### src/hdl/rob_params.svh
`ifndef ROB_PARAMS_SVH
`define ROB_PARAMS_SVH

// slot 0 is reserved, so one slot less is usable
`define ROB_DEPTH 16
`define TAG_W     4

`define DATA_W    32
`define REG_W     5
`define ADDR_W    32

`endif

### src/hdl/rob_pkg.sv
`include "rob_params.svh"

package rob_pkg;

    // operation class carried by each buffer entry
    typedef enum logic [1:0] {
        op_alu    = 2'd0,
        op_branch = 2'd1,
        op_store  = 2'd2
    } op_kind_e;

    // tag 0 means the value sits in the register file
    typedef logic [`TAG_W-1:0] tag_t;

    typedef logic [`REG_W-1:0] reg_name_t;

    typedef logic [`DATA_W-1:0] data_t;

    typedef logic [`ADDR_W-1:0] addr_t;

endpackage

### src/hdl/reorder_buffer.sv
`timescale 1ns/1ps
`include "rob_params.svh"

module reorder_buffer (
    input  logic               clk,
    input  logic               rst,
    input  logic               alloc_valid,
    input  rob_pkg::op_kind_e  alloc_op,
    input  rob_pkg::reg_name_t alloc_rd,
    input  logic               alloc_pred_taken,
    output logic               full,
    output rob_pkg::tag_t      alloc_tag,
    output logic               alloc_fire,
    input  logic               ex_valid,
    input  rob_pkg::tag_t      ex_tag,
    input  rob_pkg::data_t     ex_data,
    input  logic               ex_taken,
    input  rob_pkg::addr_t     ex_target,
    input  rob_pkg::tag_t      lookup1_tag,
    input  rob_pkg::tag_t      lookup2_tag,
    output logic               lookup1_done,
    output logic               lookup2_done,
    output rob_pkg::data_t     lookup1_data,
    output rob_pkg::data_t     lookup2_data,
    output logic               commit_valid,
    output rob_pkg::reg_name_t commit_rd,
    output rob_pkg::data_t     commit_data,
    output rob_pkg::tag_t      commit_tag,
    output logic               store_commit,
    output rob_pkg::tag_t      store_tag,
    output logic               redirect_valid,
    output rob_pkg::addr_t     redirect_pc,
    output logic               flush
);

    localparam int DEPTH = `ROB_DEPTH;

    logic [DEPTH-1:0]   busy;
    logic [DEPTH-1:0]   done;
    logic [DEPTH-1:0]   pred_taken;
    logic [DEPTH-1:0]   act_taken;
    rob_pkg::op_kind_e  op_q     [DEPTH];
    rob_pkg::reg_name_t rd_q     [DEPTH];
    rob_pkg::data_t     data_q   [DEPTH];
    rob_pkg::addr_t     target_q [DEPTH];

    rob_pkg::tag_t head;
    rob_pkg::tag_t tail;

    logic retire_go;
    logic mispredict;

    // pointers skip slot 0 on wrap
    function automatic rob_pkg::tag_t wrap_inc(input rob_pkg::tag_t p);
        if (p == rob_pkg::tag_t'(DEPTH - 1)) begin
            return rob_pkg::tag_t'(1);
        end
        return p + rob_pkg::tag_t'(1);
    endfunction

    // tail slot still busy means all 15 usable slots are taken
    assign full       = busy[tail];
    assign alloc_tag  = tail;
    assign alloc_fire = alloc_valid && !full;

    assign retire_go  = busy[head] && done[head];
    assign mispredict = (op_q[head] == rob_pkg::op_branch)
                        && (pred_taken[head] != act_taken[head]);

    // done survives retire so lookups stay valid during the commit cycle
    assign lookup1_done = done[lookup1_tag];
    assign lookup2_done = done[lookup2_tag];
    assign lookup1_data = data_q[lookup1_tag];
    assign lookup2_data = data_q[lookup2_tag];

    always_ff @(posedge clk) begin
        if (rst) begin
            busy           <= '0;
            done           <= '0;
            head           <= rob_pkg::tag_t'(1);
            tail           <= rob_pkg::tag_t'(1);
            commit_valid   <= 1'b0;
            store_commit   <= 1'b0;
            redirect_valid <= 1'b0;
            flush          <= 1'b0;
        end else begin
            commit_valid   <= retire_go && (op_q[head] == rob_pkg::op_alu);
            store_commit   <= retire_go && (op_q[head] == rob_pkg::op_store);
            redirect_valid <= retire_go && mispredict;
            flush          <= retire_go && mispredict;

            if (alloc_fire) begin
                busy[tail] <= 1'b1;
                done[tail] <= 1'b0;
                tail       <= wrap_inc(tail);
            end

            if (ex_valid) begin
                done[ex_tag] <= 1'b1;
            end

            if (retire_go) begin
                busy[head] <= 1'b0;
                head       <= wrap_inc(head);
            end

            // wrong path: drop everything younger, restart at slot 1
            if (retire_go && mispredict) begin
                busy <= '0;
                done <= '0;
                head <= rob_pkg::tag_t'(1);
                tail <= rob_pkg::tag_t'(1);
            end
        end
    end

    // entry payload
    always_ff @(posedge clk) begin
        if (alloc_fire) begin
            op_q[tail]       <= alloc_op;
            rd_q[tail]       <= alloc_rd;
            pred_taken[tail] <= alloc_pred_taken;
        end
        if (ex_valid) begin
            data_q[ex_tag]    <= ex_data;
            act_taken[ex_tag] <= ex_taken;
            target_q[ex_tag]  <= ex_target;
        end
    end

    // retire payload, qualified by the valid pulses above
    always_ff @(posedge clk) begin
        commit_rd   <= rd_q[head];
        commit_data <= data_q[head];
        commit_tag  <= head;
        store_tag   <= head;
        redirect_pc <= target_q[head];
    end

    a_ex_busy : assert property (
        @(posedge clk) disable iff (rst)
        ex_valid |-> busy[ex_tag]
    ) else $error("completion names a slot that is not allocated");

    // an accepted allocation must still find a free usable slot
    a_no_alloc_full : assert property (
        @(posedge clk) disable iff (rst)
        alloc_fire |-> ($countones(busy) < DEPTH - 1)
    ) else $error("allocation taken while full");

    // outside a flush at most one entry leaves per edge
    a_one_retire : assert property (
        @(posedge clk) disable iff (rst)
        !flush |-> ($countones($past(busy) & ~busy) <= 1)
    ) else $error("more than one entry retired in one cycle");

endmodule

### src/hdl/rename_map.sv
`timescale 1ns/1ps
`include "rob_params.svh"

module rename_map (
    input  logic               clk,
    input  logic               rst,
    input  logic               alloc_fire,
    input  rob_pkg::reg_name_t alloc_rd,
    input  rob_pkg::tag_t      alloc_tag,
    input  logic               commit_valid,
    input  rob_pkg::reg_name_t commit_rd,
    input  rob_pkg::tag_t      commit_tag,
    input  logic               flush,
    input  rob_pkg::reg_name_t src1_name,
    input  rob_pkg::reg_name_t src2_name,
    input  rob_pkg::data_t     rf_data1,
    input  rob_pkg::data_t     rf_data2,
    input  logic               lookup1_done,
    input  logic               lookup2_done,
    input  rob_pkg::data_t     lookup1_data,
    input  rob_pkg::data_t     lookup2_data,
    output rob_pkg::tag_t      lookup1_tag,
    output rob_pkg::tag_t      lookup2_tag,
    output logic               src1_ready,
    output logic               src2_ready,
    output rob_pkg::tag_t      src1_tag,
    output rob_pkg::tag_t      src2_tag,
    output rob_pkg::data_t     src1_data,
    output rob_pkg::data_t     src2_data
);

    localparam int NREGS = 1 << `REG_W;

    // youngest producer per architectural register
    rob_pkg::tag_t map_q [NREGS];

    always_ff @(posedge clk) begin
        if (rst) begin
            for (int i = 0; i < NREGS; i++) begin
                map_q[i] <= '0;
            end
        end else begin
            if (flush) begin
                for (int i = 0; i < NREGS; i++) begin
                    map_q[i] <= '0;
                end
            end else if (commit_valid && (map_q[commit_rd] == commit_tag)) begin
                map_q[commit_rd] <= '0;
            end
            // a new producer overrides a clear to the same register
            if (alloc_fire && (alloc_rd != '0)) begin
                map_q[alloc_rd] <= alloc_tag;
            end
        end
    end

    assign lookup1_tag = map_q[src1_name];
    assign lookup2_tag = map_q[src2_name];

    assign src1_tag   = lookup1_tag;
    assign src1_ready = (lookup1_tag == '0) || lookup1_done;
    assign src1_data  = (lookup1_tag == '0) ? rf_data1 : lookup1_data;

    assign src2_tag   = lookup2_tag;
    assign src2_ready = (lookup2_tag == '0) || lookup2_done;
    assign src2_data  = (lookup2_tag == '0) ? rf_data2 : lookup2_data;

endmodule

### src/hdl/arch_regfile.sv
`timescale 1ns/1ps
`include "rob_params.svh"

module arch_regfile (
    input  logic               clk,
    input  logic               rst,
    input  logic               commit_valid,
    input  rob_pkg::reg_name_t commit_rd,
    input  rob_pkg::data_t     commit_data,
    input  rob_pkg::reg_name_t src1_name,
    input  rob_pkg::reg_name_t src2_name,
    output rob_pkg::data_t     rf_data1,
    output rob_pkg::data_t     rf_data2
);

    localparam int NREGS = 1 << `REG_W;

    rob_pkg::data_t regs [NREGS];

    always_ff @(posedge clk) begin
        if (rst) begin
            for (int i = 0; i < NREGS; i++) begin
                regs[i] <= '0;
            end
        end else if (commit_valid && (commit_rd != '0)) begin
            regs[commit_rd] <= commit_data;
        end
    end

    // x0 is hardwired
    assign rf_data1 = (src1_name == '0) ? '0 : regs[src1_name];
    assign rf_data2 = (src2_name == '0) ? '0 : regs[src2_name];

endmodule

### src/hdl/ooo_retire_top.sv
`timescale 1ns/1ps

module ooo_retire_top (
    input  logic               clk,
    input  logic               rst,
    input  logic               alloc_valid,
    input  rob_pkg::op_kind_e  alloc_op,
    input  rob_pkg::reg_name_t alloc_rd,
    input  logic               alloc_pred_taken,
    output logic               full,
    output rob_pkg::tag_t      alloc_tag,
    input  rob_pkg::reg_name_t src1_name,
    input  rob_pkg::reg_name_t src2_name,
    output logic               src1_ready,
    output rob_pkg::tag_t      src1_tag,
    output rob_pkg::data_t     src1_data,
    output logic               src2_ready,
    output rob_pkg::tag_t      src2_tag,
    output rob_pkg::data_t     src2_data,
    input  logic               ex_valid,
    input  rob_pkg::tag_t      ex_tag,
    input  rob_pkg::data_t     ex_data,
    input  logic               ex_taken,
    input  rob_pkg::addr_t     ex_target,
    output logic               commit_valid,
    output rob_pkg::reg_name_t commit_rd,
    output rob_pkg::data_t     commit_data,
    output rob_pkg::tag_t      commit_tag,
    output logic               store_commit,
    output rob_pkg::tag_t      store_tag,
    output logic               redirect_valid,
    output rob_pkg::addr_t     redirect_pc
);

    logic           alloc_fire;
    logic           flush;
    rob_pkg::tag_t  lookup1_tag;
    rob_pkg::tag_t  lookup2_tag;
    logic           lookup1_done;
    logic           lookup2_done;
    rob_pkg::data_t lookup1_data;
    rob_pkg::data_t lookup2_data;
    rob_pkg::data_t rf_data1;
    rob_pkg::data_t rf_data2;

    reorder_buffer rob0 (
        .clk              (clk),
        .rst              (rst),
        .alloc_valid      (alloc_valid),
        .alloc_op         (alloc_op),
        .alloc_rd         (alloc_rd),
        .alloc_pred_taken (alloc_pred_taken),
        .full             (full),
        .alloc_tag        (alloc_tag),
        .alloc_fire       (alloc_fire),
        .ex_valid         (ex_valid),
        .ex_tag           (ex_tag),
        .ex_data          (ex_data),
        .ex_taken         (ex_taken),
        .ex_target        (ex_target),
        .lookup1_tag      (lookup1_tag),
        .lookup2_tag      (lookup2_tag),
        .lookup1_done     (lookup1_done),
        .lookup2_done     (lookup2_done),
        .lookup1_data     (lookup1_data),
        .lookup2_data     (lookup2_data),
        .commit_valid     (commit_valid),
        .commit_rd        (commit_rd),
        .commit_data      (commit_data),
        .commit_tag       (commit_tag),
        .store_commit     (store_commit),
        .store_tag        (store_tag),
        .redirect_valid   (redirect_valid),
        .redirect_pc      (redirect_pc),
        .flush            (flush)
    );

    rename_map map0 (
        .clk          (clk),
        .rst          (rst),
        .alloc_fire   (alloc_fire),
        .alloc_rd     (alloc_rd),
        .alloc_tag    (alloc_tag),
        .commit_valid (commit_valid),
        .commit_rd    (commit_rd),
        .commit_tag   (commit_tag),
        .flush        (flush),
        .src1_name    (src1_name),
        .src2_name    (src2_name),
        .rf_data1     (rf_data1),
        .rf_data2     (rf_data2),
        .lookup1_done (lookup1_done),
        .lookup2_done (lookup2_done),
        .lookup1_data (lookup1_data),
        .lookup2_data (lookup2_data),
        .lookup1_tag  (lookup1_tag),
        .lookup2_tag  (lookup2_tag),
        .src1_ready   (src1_ready),
        .src2_ready   (src2_ready),
        .src1_tag     (src1_tag),
        .src2_tag     (src2_tag),
        .src1_data    (src1_data),
        .src2_data    (src2_data)
    );

    arch_regfile rf0 (
        .clk          (clk),
        .rst          (rst),
        .commit_valid (commit_valid),
        .commit_rd    (commit_rd),
        .commit_data  (commit_data),
        .src1_name    (src1_name),
        .src2_name    (src2_name),
        .rf_data1     (rf_data1),
        .rf_data2     (rf_data2)
    );

endmodule

### config.mk
export PLATFORM = sky130hd
export DESIGN_NAME = ooo_retire_top
export DESIGN_NICKNAME = d
export VERILOG_FILES = /design/src/hdl/rob_pkg.sv /design/src/hdl/reorder_buffer.sv /design/src/hdl/rename_map.sv /design/src/hdl/arch_regfile.sv /design/src/hdl/ooo_retire_top.sv
export VERILOG_INCLUDE_DIRS = /design/src /design/src/hdl
export SDC_FILE = /design/constraint.sdc
export NUM_CORES = 2
export LEC_CHECK = 0
export BUFFER_PORTS_ARGS = -buffer_cell sky130_fd_sc_hd__buf_4
export CAP_MARGIN = 20
export CELL_PAD_IN_SITES_DETAIL_PLACEMENT = 0
export CELL_PAD_IN_SITES_GLOBAL_PLACEMENT = 1
export CORE_ASPECT_RATIO = 1.75
export CORE_UTILIZATION = 45
export CTS_CLUSTER_SIZE = 14
export DETAILED_ROUTE_END_ITERATION = 12
export PLACE_DENSITY_LB_ADDON = 0.1
export SLEW_MARGIN = 20
export SYNTH_ARGS = -nofsm -noshare
export SYNTH_HDL_FRONTEND = slang
export SYNTH_SLANG_ARGS = --single-unit
### constraint.sdc
create_clock -name clk -period 14.7 [get_ports clk]
set_input_delay 1.47 -clock clk [delete_from_list [all_inputs] [get_ports clk]]
set_output_delay 1.47 -clock clk [all_outputs]
set_load 0.01 [all_outputs]
# Yosys cells after proc, flatten, opt, wreduce, memory -nomap -nowiden
# Memory sizes are Yosys's and may differ from the RTL's. A register that Yosys moved wholly into a read port is not among the register bits.
# Cells that the tools add are included.
# W data, S select, Z words.
word_totals:
  regBits: 79
  ram_bits: 2288
  input_bits: 91
  out_inout_bits: 159
  elab_cells: 196
  n_memories: 6
mem_list:
  columns: ["name", "words", "word_bits", "read_ports", "rd_clocked_by_memory_dff", "write_ports", "line", "text"]
  rows:
  - ["rf0.regs", 32, 32, 2, 0, 32, "arch_regfile.sv:18", "rob_pkg::data_t regs [NREGS];"]
  - ["rob0.data_q", 16, 32, 3, 1, 1, "reorder_buffer.sv:44", "rob_pkg::data_t data_q [DEPTH];"]
  - ["rob0.target_q", 16, 32, 1, 1, 1, "reorder_buffer.sv:45", "rob_pkg::addr_t target_q [DEPTH];"]
  - ["map0.map_q", 32, 4, 3, 0, 33, "rename_map.sv:35", "rob_pkg::tag_t map_q [NREGS];"]
  - ["rob0.rd_q", 16, 5, 1, 1, 1, "reorder_buffer.sv:43", "rob_pkg::reg_name_t rd_q [DEPTH];"]
  - ["rob0.op_q", 16, 2, 1, 1, 1, "reorder_buffer.sv:42", "rob_pkg::op_kind_e op_q [DEPTH];"]
op_classes:
  n_addsub: 2
  magnitude_cmp: 8
  eq_ne: 6
  n_mux: 101
  n_bitwise: 38
  reduce_logical: 25
ops:
  columns: ["op", "count"]
  rows:
  - ["$mux W32", 5]
  - ["$mux W4", 39]
  - ["$mux W16", 6]
  - ["$mux W1", 37]
  - ["$and A16 B16 Y16", 2]
  - ["$bwmux W16", 2]
  - ["$not A16 Y16", 2]
  - ["$or A1 B1 Y1", 32]
  - ["$or A16 B16 Y16", 2]
  - ["$reduce_or A32 Y1", 1]
  - ["$bmux W1 S4", 7]
  - ["$lt A4 B5 Y1 const B", 5]
  - ["$demux W1 S4", 3]
  - ["$ge A4 B1 Y1 const B", 3]
  - ["$logic_and A1 B1 Y1", 12]
  - ["$logic_not A5 Y1", 2]
  - ["$mux W5", 2]
  - ["$reduce_bool A5 Y1", 2]
  - ["$add A4 B1 Y4 const B", 2]
  - ["$eq A4 B4 Y1 const B", 2]
  - ["$logic_not A4 Y1", 2]
  - ["$eq A4 B4 Y1", 1]
  - ["$reduce_or A4 Y1", 1]
  - ["$eq A2 B1 Y1 const B", 1]
  - ["other kinds (6)", 7]

# Depth between registers and ports, before layout
logic_depth:
  depth_word: 10
  mapped_depth: 14
  depth_no_buf: 8

# Modules after synthesis
# Synthesis repeated with hierarchy kept, for this count alone.
hier_totals:
  cells_unflattened: 6699
  hier_area_um2: 119360.7
modules_own_cells:
  columns: ["module", "instances", "cells_per_inst", "area_each_um2", "seq_area_each_um2"]
  rows:
  - ["reorder_buffer", 1, 2358, 55291.8, 37475.9]
  - ["arch_regfile", 1, 3492, 54093.1, 30749.5]
  - ["rename_map", 1, 849, 9975.8, 3843.7]

# Least setup slack after synthesis
# No wires, ideal clock.
synth_timing:
  path_kind: "input to register"
  start: "input ex_tag[0]"
  end: "register rob0.act_taken[0] (enable)"
  setup_time_ps: 570
  arrival_time_ps: 6450
  required_ps: 14130
  slack_ps: 7680
  stages: 2
  n_path_buf: 0
  path_cell_list: "or3b_2 > nor3_1"
synth_rtl:
  columns: ["item", "line", "text"]
  rows:
  - ["from (decl)", "ooo_retire_top.sv:21", "input rob_pkg::tag_t ex_tag,"]
  - ["to (signal, indexed assignment)", "reorder_buffer.sv:126", "act_taken[ex_tag] <= ex_taken;"]
  - ["to (decl)", "reorder_buffer.sv:41", "logic [DEPTH-1:0] act_taken;"]

# Worst setup path in the final report
layout_timing:
  start: "input src2_name[1]"
  end: "output src2_data[3]"
layout_via:
  elab_chain_cells: 3
  elab_cells_between_ends: 7
  classes_between: "mux (2); reduce/logical (2); memory (3)"
layout_rtl:
  columns: ["item", "line", "text"]
  rows:
  - ["from (decl)", "ooo_retire_top.sv:13", "input rob_pkg::reg_name_t src2_name,"]
  - ["$mem_v2 Z32 W4 (tied with other cells)", null, null]
  - ["$mem_v2 Z16 W32 (tied with other cells)", null, null]
  - ["$mux W32 *", "rename_map.sv:66", "assign src2_data = (lookup2_tag == '0) ? rf_data2 : lookup2_data;"]
  - ["to (decl)", "ooo_retire_top.sv:19", "output rob_pkg::data_t src2_data,"]
# Every way passes the cells marked *; elsewhere a longest branch is shown, timed or not.

==> results.txt <==
Synthesized cell area -> 119000 µm²
Final Skew -> 0.0396 ns
Hpwl dp -> 241000 µm
Final Hold Viols -> 0
Die width -> 391 µm
Top Ports -> 250
Final wirelength -> 395000 µm
Final worst setup slack -> 5.72 ns
Final period utilization -> 61.1%
Worst setup EP type -> output pin
Iter 0 DRT Violations -> 6624
CP cell instances -> buf_8, buf_12, mux2i_1, a22oi_1, nand3_1, nand4_1, buf_4, buf_4, buf_12, mux2i_1, mux2i_1, a21oi_1, o22ai_1, buf_4
Worst r2r dst -> map0.map_q[8][3]
Worst-margin pin slew -> 1.23 ns
Post-Place Setup Slack -> 5.69 ns
Sequential element share of the synthesized area -> 60.4%
Status -> complete, no violations
Critical path endpoint -> src2_data[3]
DRT antenna net count -> 0
Yosys reg bits -> 2440
Post-layout min period -> 8.98 ns
H-tree levels -> 4
Finished Cell Area -> 133000 µm²
Core Rows -> 249
Critical Path Stages -> 14
Clock root cell -> clkbuf_16
Slew HR -> 17.3%
Cts bufs inserted -> 233
Placed Area -> 125000 µm²
Hold buffer count at CTS -> 0
Reg-to-reg slack, setup -> 9.82 ns
Max VDD drop -> 0.000161 V
GPL Wtd Cong -> 0.865
Synthesized area per cell -> 17.0 µm²
Largest stage delay, worst path -> 0.71 ns
Fin util -> 50.4%
Kind of cell adding the most delay to the critical path -> buffers and inverters
Die area -> 267000 µm²
Initial antenna violation count -> 30
DRC viols -> 0
GRT Util Overall -> 29.4%
CP arrival -> 7.51 ns
First-pass GRT wire length -> 552000 µm
WL/cell -> 36.5 µm
Hold Crit Class -> reg -> reg
Power Density -> 120 nW/µm²
Clock Sinks -> 2440
P&R area growth vs syn -> 11.1%
Core ar. -> 263000 µm²
Critical path fanouts, max -> 127
Buffers on Ports -> 249
Reg2reg start -> rob0.alloc_tag[0]
Worst Setup SP -> src2_name[1]
Final setup violation count -> 0
Largest net degree at the start of global routing -> 128
CTS tree -> yes
Setup total negative slack -> 0 ns
RSZ-0062 raised after global routing -> no
Max Root-Sink Buffers -> 4
Nets -> 7234
Starting Density -> 45.4%
Via density -> 6.37
Slowest CP cell -> buf_4
Vias in the first global route -> 72300
Mapped Cells -> 7044
Ys Warns -> 0
Fmax -> 111 MHz
Max Cap Viol -> 0
Clk_lat worst skew -> 0.88 ns
Chip height -> 683 µm
First-pass DRT Iterations -> 6
CP Class -> in -> out
Crit path buf inv count -> 6
Share of cells above drive strength 1 -> 29.3%
R2R depth -> 7
Via count -> 69100
Postcts setup bufs -> 0
PostCTS Resize Cnt -> 0
Gr ovfl total -> 0
Worst EP required -> 13.23 ns
Netlist cell types -> 55
Worst Setup Start Kind -> input port
Clock transition at path regs -> 0.07 ns
Pleak -> 44.9 nW
Slew Limit Fails -> 0
-- synth_stat cells, drive strengths merged --
cell type,number,area [µm²]
or3,8,50.1
or3b,4,35.0
o32ai,2,17.5
nand3b,12,103
nor3,10,50.1
nor2,274,1030
mux2,130,1460
nand4,10,68.8
or4,1,7.51
a31oi,31,194
ha,8,100
dfxtp,120,2400
clkbuf,436,1640
and3,4,25.0
nor4b,2,17.5
mux2i,590,5920
nor4,2,12.5
edfxtp,2320,69700
or2,37,231
and3b,5,43.8
o221ai,31,272
inv,26,97.6
a211oi,67,503
nor3b,13,97.6
xor2,6,52.6
nand2b,14,87.6
buf,211,1050
nand3,22,110
o21ai,71,355
o21a,1,7.51
o211ai,60,450
o22ai,80,507
mux4,1101,24800
and2,1000,6260
xnor2,3,26.3
conb,1,3.75
a22oi,53,398
or4b,1,10.0
a221oi,2,23.8
nor2b,15,93.8
nand2,140,526
a21oi,120,601
-- area by class of cell --
type | instances | area [µm²]
Fill cell | 21600 | 131000
Sequential cell | 2440 | 72100
Multi-Input combinational cell | 3966 | 45100
Clock buffer | 333 | 6500
Tap cell | 3514 | 4400
Timing Repair Buffer | 468 | 3630
Clock inverter | 86 | 756
Inverter | 26 | 115
Antenna cell | 9 | 22.5
-- metal layers --
layer	vias to the layer above	GRT usage, %	part of all wire [%]
met1	37100	35.3	37
li1	28300	-	-
met2	2813	52.5	53
met4	26	11.2	4.2
met5	-	0	0.045
met3	793	5.00	6.7
-- tightest hold or removal path, cell delays in order, from the launching register on --
cell and delay (ns):
dfxtp_1 0.33, a21oi_1 0.06, nor2_1 0.07
-- sequential cells by signal, summed over array words and instances (netlist names), named ones only --
register,count
rob0.store_commit,1
rob0.target_q,512
rob0.commit_tag,4
rob0.redirect_valid,1
rob0.alloc_tag,4
rob0.done,16
rob0.data_q,512
rob0.head,4
rob0.commit_valid,1
rob0.redirect_pc,32
rob0.op_q,32
rob0.commit_rd,5
rob0.commit_data,32
rf0.regs,1024
map0.map_q,128
rob0.busy,16
rob0.pred_taken,16
rob0.act_taken,16
rob0.rd_q,80
-- worst min path at each step --
stage / cells past startpoint / slack [ns] / startpoint / to
final: 2 / 0.50 / rob0.done[0] / rob0.done[0]
after CTS: 2 / 0.50 / rob0.done[0] / rob0.done[0]
after global placement: 2 / 0.47 / rob0.done[0] / rob0.done[0]
after floorplan: 0 / 0.35 / rob0.head[3] / rob0.commit_tag[3]
after global routing: 2 / 0.53 / rob0.done[0] / rob0.done[0]
after detailed placement: 2 / 0.48 / rob0.done[0] / rob0.done[0]
-- kinds of logic after synthesis --
family	share of synthesized area, %
AOI/OAI and AO/OA	2.79
xor gates and xnor gates	0.0660
adders and majority gates	0.0838
buffers and inverters	2.34
DFF	60.4
muxes	26.9
other	0.00314
and+or+nand+nor	7.42
-- report_power, final --
part | switching, mW | internal [mW]
clock | 2.66 | 3.26
sequential | 0.107 | 7.80
combinational | 1.32 | 0.820
total | 4.09 | 11.9
-- cells in the final DEF, fill, tap and decap left out, drive strengths merged, types with 53 or more instances in the layout --
| cell | count |
|---|---|
| a211oi | 67 |
| a21oi | 120 |
| a22oi | 53 |
| and2 | 1000 |
| buf | 468 |
| clkbuf | 333 |
| clkinv | 68 |
| dfxtp | 120 |
| edfxtp | 2320 |
| mux2 | 130 |
| mux2i | 590 |
| mux4 | 1101 |
| nand2 | 140 |
| nor2 | 274 |
| o211ai | 60 |
| o21ai | 71 |
| o22ai | 80 |
-- metrics by stage --
step           cells  hold WS, ns  power, mW
6_report       10800        0.502       16.0
5_1_grt        10800        0.526       16.4
4_1_cts        10800        0.500       16.0
3_5_place_dp   10400        0.482       10.2
3_3_place_gp   10400        0.473       10.2
2_1_floorplan   7079        0.355       9.23
No activity file was read; power rests on OpenSTA's default activity.
